### config.mk
export PLATFORM = sky130hd
export DESIGN_NAME = execute_top
export DESIGN_NICKNAME = d
export VERILOG_FILES = /design/src/pcmux.sv /design/src/rv32i_types.sv /design/src/alu.sv /design/src/cmp.sv /design/src/ex_forward_unit.sv /design/src/instruction_execute.sv /design/src/mem_wb_stage.sv /design/src/execute_top.sv
export VERILOG_INCLUDE_DIRS = /design/src
export SDC_FILE = /design/constraint.sdc
export NUM_CORES = 1
export LEC_CHECK = 0
export ABC_AREA = 1
export BUFFER_PORTS_ARGS = -buffer_cell sky130_fd_sc_hd__clkbuf_2
export CORE_ASPECT_RATIO = 1.25
export CORE_UTILIZATION = 35
export DETAILED_ROUTE_END_ITERATION = 7
export GPL_TIMING_DRIVEN = 0
export MAX_ROUTING_LAYER = met4
export PLACE_DENSITY = 0.56
export SLEW_MARGIN = 10
export SYNTH_ARGS = -nofsm -noshare
export SYNTH_HDL_FRONTEND = slang
export SYNTH_SLANG_ARGS = --single-unit
### constraint.sdc
create_clock -name clk -period 5.3 [get_ports clk]
set_clock_uncertainty 0.15 [all_clocks]
set_input_delay 0.795 -clock clk [delete_from_list [all_inputs] [get_ports clk]]
set_output_delay 0.795 -clock clk [all_outputs]
set_load 0.01 [all_outputs]
### src/rv32i_consts.svh
`ifndef RV32I_CONSTS_SVH
`define RV32I_CONSTS_SVH

// Datapath word width
`define XLEN 32

// Architectural register index width
`define REG_IDX_W 5

`define ZERO_REG 0 // x0 is hardwired to zero

`endif

### src/pcmux.sv
package pcmux;

  // Next-PC source select
  typedef enum logic [1:0] {
    pc_plus4 = 2'b00,
    alu_out  = 2'b01,
    alu_mod2 = 2'b10
  } pcmux_sel_t;

endpackage

### src/rv32i_types.sv
`include "rv32i_consts.svh"

package rv32i_types;

  typedef logic [`XLEN-1:0] rv32i_word;
  typedef logic [`REG_IDX_W-1:0] rv32i_reg;

  typedef enum logic [6:0] {
    op_lui   = 7'b0110111,
    op_auipc = 7'b0010111,
    op_jal   = 7'b1101111,
    op_jalr  = 7'b1100111,
    op_br    = 7'b1100011,
    op_load  = 7'b0000011,
    op_store = 7'b0100011,
    op_imm   = 7'b0010011,
    op_reg   = 7'b0110011
  } rv32i_opcode;

  typedef enum logic [2:0] {
    alu_add = 3'b000,
    alu_sll = 3'b001,
    alu_sra = 3'b010,
    alu_sub = 3'b011,
    alu_xor = 3'b100,
    alu_srl = 3'b101,
    alu_or  = 3'b110,
    alu_and = 3'b111
  } alu_ops;

  typedef enum logic [2:0] {
    beq  = 3'b000,
    bne  = 3'b001,
    blt  = 3'b100,
    bge  = 3'b101,
    bltu = 3'b110,
    bgeu = 3'b111
  } branch_funct3_t;

  // Store funct3 shares the lb/lh/lw encodings
  typedef enum logic [2:0] {
    lb  = 3'b000,
    lh  = 3'b001,
    lw  = 3'b010,
    lbu = 3'b100,
    lhu = 3'b101
  } load_funct3_t;

  typedef struct packed {
    rv32i_opcode        opcode;
    alu_ops             aluop;
    branch_funct3_t     cmpop;
    pcmux::pcmux_sel_t  pcmux_sel;
    rv32i_reg           rd;
    logic               load_regfile;
    logic [2:0]         funct3;
  } rv32i_control_word;

endpackage

### src/alu.sv
`timescale 1ns/1ps

module alu (
  input  rv32i_types::alu_ops    aluop_i,
  input  rv32i_types::rv32i_word a_i,
  input  rv32i_types::rv32i_word b_i,
  output rv32i_types::rv32i_word f_o,
  output rv32i_types::rv32i_word jalr_target_o
);

  import rv32i_types::*;

  rv32i_word sum;

  assign sum = a_i + b_i;

  always_comb begin
    case (aluop_i)
      alu_add: f_o = sum;
      alu_sll: f_o = a_i << b_i[4:0];
      alu_sra: f_o = rv32i_word'($signed(a_i) >>> b_i[4:0]);
      alu_sub: f_o = a_i - b_i;
      alu_xor: f_o = a_i ^ b_i;
      alu_srl: f_o = a_i >> b_i[4:0];
      alu_or:  f_o = a_i | b_i;
      alu_and: f_o = a_i & b_i;
      default: f_o = sum;
    endcase
  end

  assign jalr_target_o = sum & ~rv32i_word'(1); // LSB cleared per spec

endmodule

### src/cmp.sv
`timescale 1ns/1ps

module cmp (
  input  rv32i_types::branch_funct3_t cmpop_i,
  input  rv32i_types::rv32i_opcode    opcode_i,
  input  rv32i_types::rv32i_word      a_i,
  input  rv32i_types::rv32i_word      b_i,
  output logic                        br_en_o
);

  import rv32i_types::*;

  logic cond;

  always_comb begin
    case (cmpop_i)
      beq:     cond = (a_i == b_i);
      bne:     cond = (a_i != b_i);
      blt:     cond = ($signed(a_i) < $signed(b_i));
      bge:     cond = ($signed(a_i) >= $signed(b_i));
      bltu:    cond = (a_i < b_i);
      bgeu:    cond = (a_i >= b_i);
      default: cond = 1'b0;
    endcase
  end

  assign br_en_o = cond && (opcode_i == op_br); // Only branches compare

endmodule

### src/ex_forward_unit.sv
`timescale 1ns/1ps
`include "rv32i_consts.svh"

module ex_forward_unit (
  input  rv32i_types::rv32i_word         instr_i,
  input  rv32i_types::rv32i_control_word id_ex_i,
  input  rv32i_types::rv32i_control_word ex_mem_i,
  input  rv32i_types::rv32i_control_word mem_wb_i,
  output logic [1:0]                     fwd_a_o,
  output logic [1:0]                     fwd_b_o
);

  import rv32i_types::*;

  logic reads_rs1;
  logic reads_rs2;

  // 2 = EX/MEM, 1 = MEM/WB, 0 = register file operand
  function automatic logic [1:0] fwd_sel(input rv32i_reg src, input logic reads,
                                         input rv32i_control_word ex_mem,
                                         input rv32i_control_word mem_wb);
    if (!reads || src == rv32i_reg'(`ZERO_REG))
      return 2'd0;
    if (ex_mem.load_regfile && ex_mem.rd == src)
      return 2'd2; // Youngest result wins
    if (mem_wb.load_regfile && mem_wb.rd == src)
      return 2'd1;
    return 2'd0;
  endfunction

  assign reads_rs1 = id_ex_i.opcode inside {op_reg, op_imm, op_load, op_store, op_br, op_jalr};
  assign reads_rs2 = id_ex_i.opcode inside {op_reg, op_br};

  assign fwd_a_o = fwd_sel(instr_i[19:15], reads_rs1, ex_mem_i, mem_wb_i);
  assign fwd_b_o = fwd_sel(instr_i[24:20], reads_rs2, ex_mem_i, mem_wb_i);

  always_comb begin
    assert (fwd_a_o != 2'd3 && fwd_b_o != 2'd3)
      else $error("forward select 3 is undefined");
  end

endmodule

### src/instruction_execute.sv
`timescale 1ns/1ps

module instruction_execute (
  input  logic                           clk,
  input  logic                           rst,
  input  rv32i_types::rv32i_word         pc_i,
  input  rv32i_types::rv32i_word         instruction_i,
  input  rv32i_types::rv32i_word         alu_in_1_i,
  input  rv32i_types::rv32i_word         alu_in_2_i,
  input  rv32i_types::rv32i_word         rs1_i,
  input  rv32i_types::rv32i_word         rs2_i,
  input  rv32i_types::rv32i_word         cmp_in_i,
  input  rv32i_types::rv32i_control_word ctrl_word_i,
  input  logic                           ma_stall_i,
  input  rv32i_types::rv32i_control_word mem_wb_ctrl_i,
  input  rv32i_types::rv32i_word         mem_wb_data_i,
  output rv32i_types::rv32i_control_word ctrl_word_o,
  output rv32i_types::rv32i_word         instruction_o,
  output rv32i_types::rv32i_word         pc_o,
  output rv32i_types::rv32i_word         alu_out_o,
  output rv32i_types::rv32i_word         rs2_o,
  output logic                           br_en_o,
  output logic [3:0]                     mem_byte_enable_o,
  output rv32i_types::rv32i_word         alu_out_to_pc_o,
  output pcmux::pcmux_sel_t              pcmux_sel_o,
  output logic                           br_taken_o
);

  import rv32i_types::*;
  import pcmux::*;

  logic [1:0] fwd_a;
  logic [1:0] fwd_b;
  rv32i_word  alu_a;
  rv32i_word  alu_b;
  rv32i_word  cmp_a;
  rv32i_word  cmp_b;
  rv32i_word  alu_result;
  rv32i_word  jalr_target;
  logic       br_en;
  logic [3:0] byte_enable;

  function automatic rv32i_word fwd_mux(input logic [1:0] sel, input rv32i_word normal,
                                        input rv32i_word ex_mem, input rv32i_word mem_wb);
    case (sel)
      2'd2:    return ex_mem;
      2'd1:    return mem_wb;
      default: return normal;
    endcase
  endfunction

  ex_forward_unit fwd_unit (
    .instr_i  (instruction_i),
    .id_ex_i  (ctrl_word_i),
    .ex_mem_i (ctrl_word_o),
    .mem_wb_i (mem_wb_ctrl_i),
    .fwd_a_o  (fwd_a),
    .fwd_b_o  (fwd_b)
  );

  assign alu_a = fwd_mux(fwd_a, alu_in_1_i, alu_out_o, mem_wb_data_i);
  assign alu_b = fwd_mux(fwd_b, alu_in_2_i, alu_out_o, mem_wb_data_i);
  assign cmp_a = fwd_mux(fwd_a, rs1_i, alu_out_o, mem_wb_data_i);
  assign cmp_b = fwd_mux(fwd_b, cmp_in_i, alu_out_o, mem_wb_data_i);

  alu alu_u (
    .aluop_i       (ctrl_word_i.aluop),
    .a_i           (alu_a),
    .b_i           (alu_b),
    .f_o           (alu_result),
    .jalr_target_o (jalr_target)
  );

  cmp cmp_u (
    .cmpop_i  (ctrl_word_i.cmpop),
    .opcode_i (ctrl_word_i.opcode),
    .a_i      (cmp_a),
    .b_i      (cmp_b),
    .br_en_o  (br_en)
  );

  assign br_taken_o = br_en || ctrl_word_i.opcode inside {op_jal, op_jalr};
  assign pcmux_sel_o = br_taken_o ? ctrl_word_i.pcmux_sel : pc_plus4;
  // Non-jalr target is the unforwarded pc + imm sum
  assign alu_out_to_pc_o = (ctrl_word_i.opcode == op_jalr) ? jalr_target
                                                           : alu_in_1_i + alu_in_2_i;

  always_comb begin
    byte_enable = 4'b0000;
    if (ctrl_word_i.opcode inside {op_load, op_store}) begin
      case (load_funct3_t'(ctrl_word_i.funct3))
        lb, lbu: byte_enable = 4'b0001 << alu_result[1:0];
        lh, lhu: byte_enable = 4'b0011 << alu_result[1:0]; // Upper bytes drop off
        default: byte_enable = 4'b1111 << alu_result[1:0];
      endcase
    end
  end

  always_ff @(posedge clk) begin
    if (rst) begin
      ctrl_word_o       <= '0;
      instruction_o     <= '0;
      pc_o              <= '0;
      alu_out_o         <= '0;
      rs2_o             <= '0;
      br_en_o           <= 1'b0;
      mem_byte_enable_o <= 4'b0000;
    end else if (!ma_stall_i) begin
      ctrl_word_o       <= ctrl_word_i;
      instruction_o     <= instruction_i;
      pc_o              <= pc_i;
      alu_out_o         <= alu_result;
      rs2_o             <= rs2_i; // Store data
      br_en_o           <= br_en;
      mem_byte_enable_o <= byte_enable;
    end
  end

  assert property (@(posedge clk) (ma_stall_i && !rst) |=>
                   $stable(ctrl_word_o) && $stable(instruction_o) && $stable(pc_o) &&
                   $stable(alu_out_o) && $stable(rs2_o) && $stable(br_en_o) &&
                   $stable(mem_byte_enable_o))
    else $error("EX/MEM register changed under stall");

endmodule

### src/mem_wb_stage.sv
`timescale 1ns/1ps
`include "rv32i_consts.svh"

module mem_wb_stage (
  input  logic                           clk,
  input  logic                           rst,
  input  logic                           ma_stall_i,
  input  rv32i_types::rv32i_control_word ex_mem_ctrl_i,
  input  rv32i_types::rv32i_word         ex_mem_alu_i,
  input  rv32i_types::rv32i_word         ex_mem_pc_i,
  input  rv32i_types::rv32i_word         dmem_rdata_i,
  output rv32i_types::rv32i_control_word wb_ctrl_o,
  output rv32i_types::rv32i_word         wb_data_o
);

  import rv32i_types::*;

  rv32i_word shifted;
  rv32i_word load_val;
  rv32i_word wb_next;

  assign shifted = dmem_rdata_i >> {ex_mem_alu_i[1:0], 3'b000}; // Byte lane to bit 0

  always_comb begin
    case (load_funct3_t'(ex_mem_ctrl_i.funct3))
      lb:      load_val = {{(`XLEN-8){shifted[7]}}, shifted[7:0]};
      lbu:     load_val = {{(`XLEN-8){1'b0}}, shifted[7:0]};
      lh:      load_val = {{(`XLEN-16){shifted[15]}}, shifted[15:0]};
      lhu:     load_val = {{(`XLEN-16){1'b0}}, shifted[15:0]};
      default: load_val = shifted;
    endcase
  end

  always_comb begin
    case (ex_mem_ctrl_i.opcode)
      op_load:          wb_next = load_val;
      op_jal, op_jalr:  wb_next = ex_mem_pc_i + rv32i_word'(4); // Link address
      default:          wb_next = ex_mem_alu_i;
    endcase
  end

  always_ff @(posedge clk) begin
    if (rst) begin
      wb_ctrl_o <= '0;
      wb_data_o <= '0;
    end else if (!ma_stall_i) begin
      wb_ctrl_o <= ex_mem_ctrl_i;
      wb_data_o <= wb_next;
    end
  end

  assert property (@(posedge clk) disable iff (rst)
                   (!ma_stall_i && ex_mem_ctrl_i.opcode == op_load &&
                    ex_mem_ctrl_i.funct3 == lw) |-> (ex_mem_alu_i[1:0] == 2'b00))
    else $error("word load from unaligned address");

endmodule

### src/execute_top.sv
`timescale 1ns/1ps

module execute_top (
  input  logic                           clk,
  input  logic                           rst,
  input  rv32i_types::rv32i_word         pc_i,
  input  rv32i_types::rv32i_word         instruction_i,
  input  rv32i_types::rv32i_word         alu_in_1_i,
  input  rv32i_types::rv32i_word         alu_in_2_i,
  input  rv32i_types::rv32i_word         rs1_i,
  input  rv32i_types::rv32i_word         rs2_i,
  input  rv32i_types::rv32i_word         cmp_in_i,
  input  rv32i_types::rv32i_control_word ctrl_word_i,
  input  logic                           ma_stall_i,
  input  rv32i_types::rv32i_word         dmem_rdata_i,
  output rv32i_types::rv32i_control_word ex_mem_ctrl_o,
  output rv32i_types::rv32i_word         ex_mem_alu_o,
  output rv32i_types::rv32i_word         ex_mem_pc_o,
  output rv32i_types::rv32i_word         ex_mem_rs2_o,
  output rv32i_types::rv32i_word         ex_mem_instr_o,
  output logic                           ex_mem_br_en_o,
  output logic [3:0]                     mem_byte_enable_o,
  output rv32i_types::rv32i_word         alu_out_to_pc_o,
  output pcmux::pcmux_sel_t              pcmux_sel_o,
  output logic                           br_taken_o,
  output rv32i_types::rv32i_control_word wb_ctrl_o,
  output rv32i_types::rv32i_word         wb_data_o
);

  instruction_execute ex_stage (
    .clk               (clk),
    .rst               (rst),
    .pc_i              (pc_i),
    .instruction_i     (instruction_i),
    .alu_in_1_i        (alu_in_1_i),
    .alu_in_2_i        (alu_in_2_i),
    .rs1_i             (rs1_i),
    .rs2_i             (rs2_i),
    .cmp_in_i          (cmp_in_i),
    .ctrl_word_i       (ctrl_word_i),
    .ma_stall_i        (ma_stall_i),
    .mem_wb_ctrl_i     (wb_ctrl_o), // MEM/WB forwarding source
    .mem_wb_data_i     (wb_data_o),
    .ctrl_word_o       (ex_mem_ctrl_o),
    .instruction_o     (ex_mem_instr_o),
    .pc_o              (ex_mem_pc_o),
    .alu_out_o         (ex_mem_alu_o),
    .rs2_o             (ex_mem_rs2_o),
    .br_en_o           (ex_mem_br_en_o),
    .mem_byte_enable_o (mem_byte_enable_o),
    .alu_out_to_pc_o   (alu_out_to_pc_o),
    .pcmux_sel_o       (pcmux_sel_o),
    .br_taken_o        (br_taken_o)
  );

  mem_wb_stage wb_stage (
    .clk           (clk),
    .rst           (rst),
    .ma_stall_i    (ma_stall_i),
    .ex_mem_ctrl_i (ex_mem_ctrl_o),
    .ex_mem_alu_i  (ex_mem_alu_o),
    .ex_mem_pc_i   (ex_mem_pc_o),
    .dmem_rdata_i  (dmem_rdata_i),
    .wb_ctrl_o     (wb_ctrl_o),
    .wb_data_o     (wb_data_o)
  );

endmodule

==> results.cfg <==
[run_status]
status = complete, but fails checks
violations = setup timing

[clock_network]
cts_max_path_buffers = 3
clkTransAtPathRegs_ns = 0.07
numClockSinks = 213
clk_latency_ns = 0.54
cts_max_level = 1
clock-root-buffer = clkbuf_16
cts_buffers = 21
cts_tree = yes

[global_routing]
grt_pass1_wl_um = 225400
antenna_found_initial = 20
grt_usage_pct = 48.43
grt_pass1_vias = 31502
grt_max_degree = 29
overflow = 0

[yosys]
synthTopCellsByArea = dfxtp_1 (19%), nand2_1 (13%), o21ai_0 (9.7%), ha_1 (8.9%), nand3_1 (8.7%)
ys_types = 66
synthArstFlopShare_pct = 0
yosys_warnings = 0
ys_seq_area_share_pct = 18.52
syn-cell-area_um2 = 23030
synth_top_flop_cell = dfxtp_1
yosysTopAreaCell = dfxtp_1
synth_top_area_share_pct = 18.52
synth_edf_count = 0
synth_cells = 3881
syn_nets = 4331
syn_area_per_cell_um2 = 5.933
synth_seq_cells = 213

[place]
dp_cells = 5258
gp_congestion = 1.146
port_buffers = 529
dp_hpwl_um = 133100

[detailed_routing]
routed_wl_um = 164100
dr.pass1.iters = 8
remaining_drc_errors = 0
routed_via_density = 6.008
drt_iter0_markers = 3474
antenna_left = 0
wl_per_cell_um = 29.87
routed-via-count = 33001

[critical_path]
required_ns = 4.36
crit_arrival_ns = 5.14
slowest_stage = ha_4
path_class = input port to output pin
endpoint_kind = output pin
startpoint_type = input port
slowest_delay_ns = 0.29
rr_worst_depth = 20
cp_max_fo = 8

[pwr]
powerDensity_nw_per_um2 = 199.3
p_sw_w = 0.002914
p_seq_share_pct = 28.7
pwr-share-comb_pct = 48.2
power.leakage_nw = 15.07
sw_frac_of_total_pct = 44.74
power.total_w = 0.006513
clkPwrFrac_pct = 23.1
intPower_w = 0.003599
irDropWorstVdd_mv = 0.2976

[job]
max_cap_violations = 0

[hold_path]
worstHoldPathCells = 2
hp-class = flop to flop

[finish]
drive_gt1_share_pct = 30.06
final_cells = 5493
layout_common_cells = nand2_1 (709), clkbuf_2 (501), o21ai_0 (376)
area_growth_pct = 41.94
final_nets = 5056
utilization_pct = 50.54
final_common_cell = nand2_1

[floorplan]
coreArea_um2 = 64670
io_pins = 531
die_y_um = 288.8
die_w_um = 231.4
initial_utilization_pct = 35.60
die_area_um2 = 66820
num_rows = 104

[sta]
hold_viol_final = 0
max-slew-margin-rel_pct = 6.101
tightestPinTransition_ns = 1.408
fin_setup_tns_ns = -20.28
period_share_pct = 114.8
setup_violations = 32
worst_slack_ns = -0.7869
fin_crit_ns = 6.087
worst_hold_slack_ns = 0.3192
drv_slew = 0
rsz0062_at_grt = yes
fmax_ghz = 0.1643
[flip-flops by register name, summed over array words and instances, names as in the netlist]
signal                      count
ex_stage.alu_out_o             32
ex_stage.mem_byte_enable_o      4
ex_stage.br_en_o                1
ex_stage.instruction_o         32
ex_stage.pc_o                  32
ex_stage.rs2_o                 32
wb_stage.wb_ctrl_o             24
wb_stage.wb_data_o             32
ex_stage.ctrl_word_o           24
[logic make-up (layout without fill, tap and decap cells)]
logic type,count (synthesis),in the layout,synth area share [%]
AOI/OAI and AO/OA,1065,1065,26.63
adders and majority gates,167,167,9.172
xor gates and xnor gates,32,32,1.217
other,0,24,0
muxes,11,11,0.4782
and+or+nand+nor,1777,1777,33.22
buffers and inverters,616,1356,10.76
DFF,213,213,18.52
[synthesized netlist by cell type (all sizes together) (18+ instances only)]
cell / instances
o21ai: 515
a21oi: 304
a31oi: 18
nand4: 43
nand2: 817
dfxtp: 213
or2: 43
nor3: 51
xor2: 28
buf: 74
ha: 164
clkbuf: 140
a221o: 33
inv: 397
nor2: 391
o211ai: 70
nand3: 408
[layout make-up]
type	instances	area [um2]
Clock inverter	8	56.30
Timing Repair Buffer	721	4403
Inverter	402	1603
Tap cell	848	1061
Buffer	195	1291
Antenna cell	24	60.06
Multi-Input combinational cell	3052	19340
Fill cell	6876	31990
Sequential cell	213	4264
Clock buffer	30	599.3
[power by group through the flow]
stage	Combinational, W	Sequential (W)	Clock, W
2_1_floorplan	0.00132	0.00189	0
3_3_place_gp	0.00244	0.00190	0
3_5_place_dp	0.00243	0.00190	0
4_1_cts	0.00282	0.00186	0.00151
5_1_grt	0.00328	0.00188	0.00157
6_report	0.00314	0.00187	0.00150
[critical path, delay by kind of cell]
family,cells,cell delay (ns)
simple gates,13,1.75
buf+inv,10,1.18
compound gates,5,0.81
fa+ha+maj,2,0.56
[metal layers]
layer | vias up | share of wire, % | global-route usage [%] | wire, um
li1 | 14679 | - | - | -
met2 | 2074 | 45 | 77.47 | 74580
met4 | 0 | 11 | 42.76 | 18360
met3 | 725 | 8.8 | 9.874 | 14440
met1 | 15523 | 35 | 50.64 | 56670
met5 | - | 0 | - | 0
[worst paths after layout]
check                                              from                                         end  slack (ns)
max                                     ctrl_word_i[23]                         alu_out_to_pc_o[31]       -0.79
min          ex_stage.mem_byte_enable_o[1]$_SDFFE_PP0N_  ex_stage.mem_byte_enable_o[1]$_SDFFE_PP0N_        0.32
max reg2reg        ex_stage.ctrl_word_o[6]$_SDFFE_PP0N_         ex_stage.alu_out_o[24]$_SDFFE_PP0N_        0.14
min reg2reg  ex_stage.mem_byte_enable_o[1]$_SDFFE_PP0N_  ex_stage.mem_byte_enable_o[1]$_SDFFE_PP0N_        0.32
[repair_timing]
| action | 4_1_cts | 5_1_grt |
|---|---|---|
| gates cloned | 5 | 1 |
| buffers inserted | 142 | 48 |
| hold buffers | 0 | 0 |
| endpoints found under the setup margin | 71 | 66 |
| pin swaps | 117 | 112 |
| resized for setup | 626 | 264 |
[metrics by stage]
step	area [um2]	setup WS, ns
2_1_floorplan	23210	-0.07688
3_3_place_gp	26920	-3.280
3_5_place_dp	26920	-3.220
4_1_cts	31250	-0.6626
5_1_grt	32670	-1.036
6_report	32680	-0.7869
Note: power is estimated with default switching activity, not from simulation.
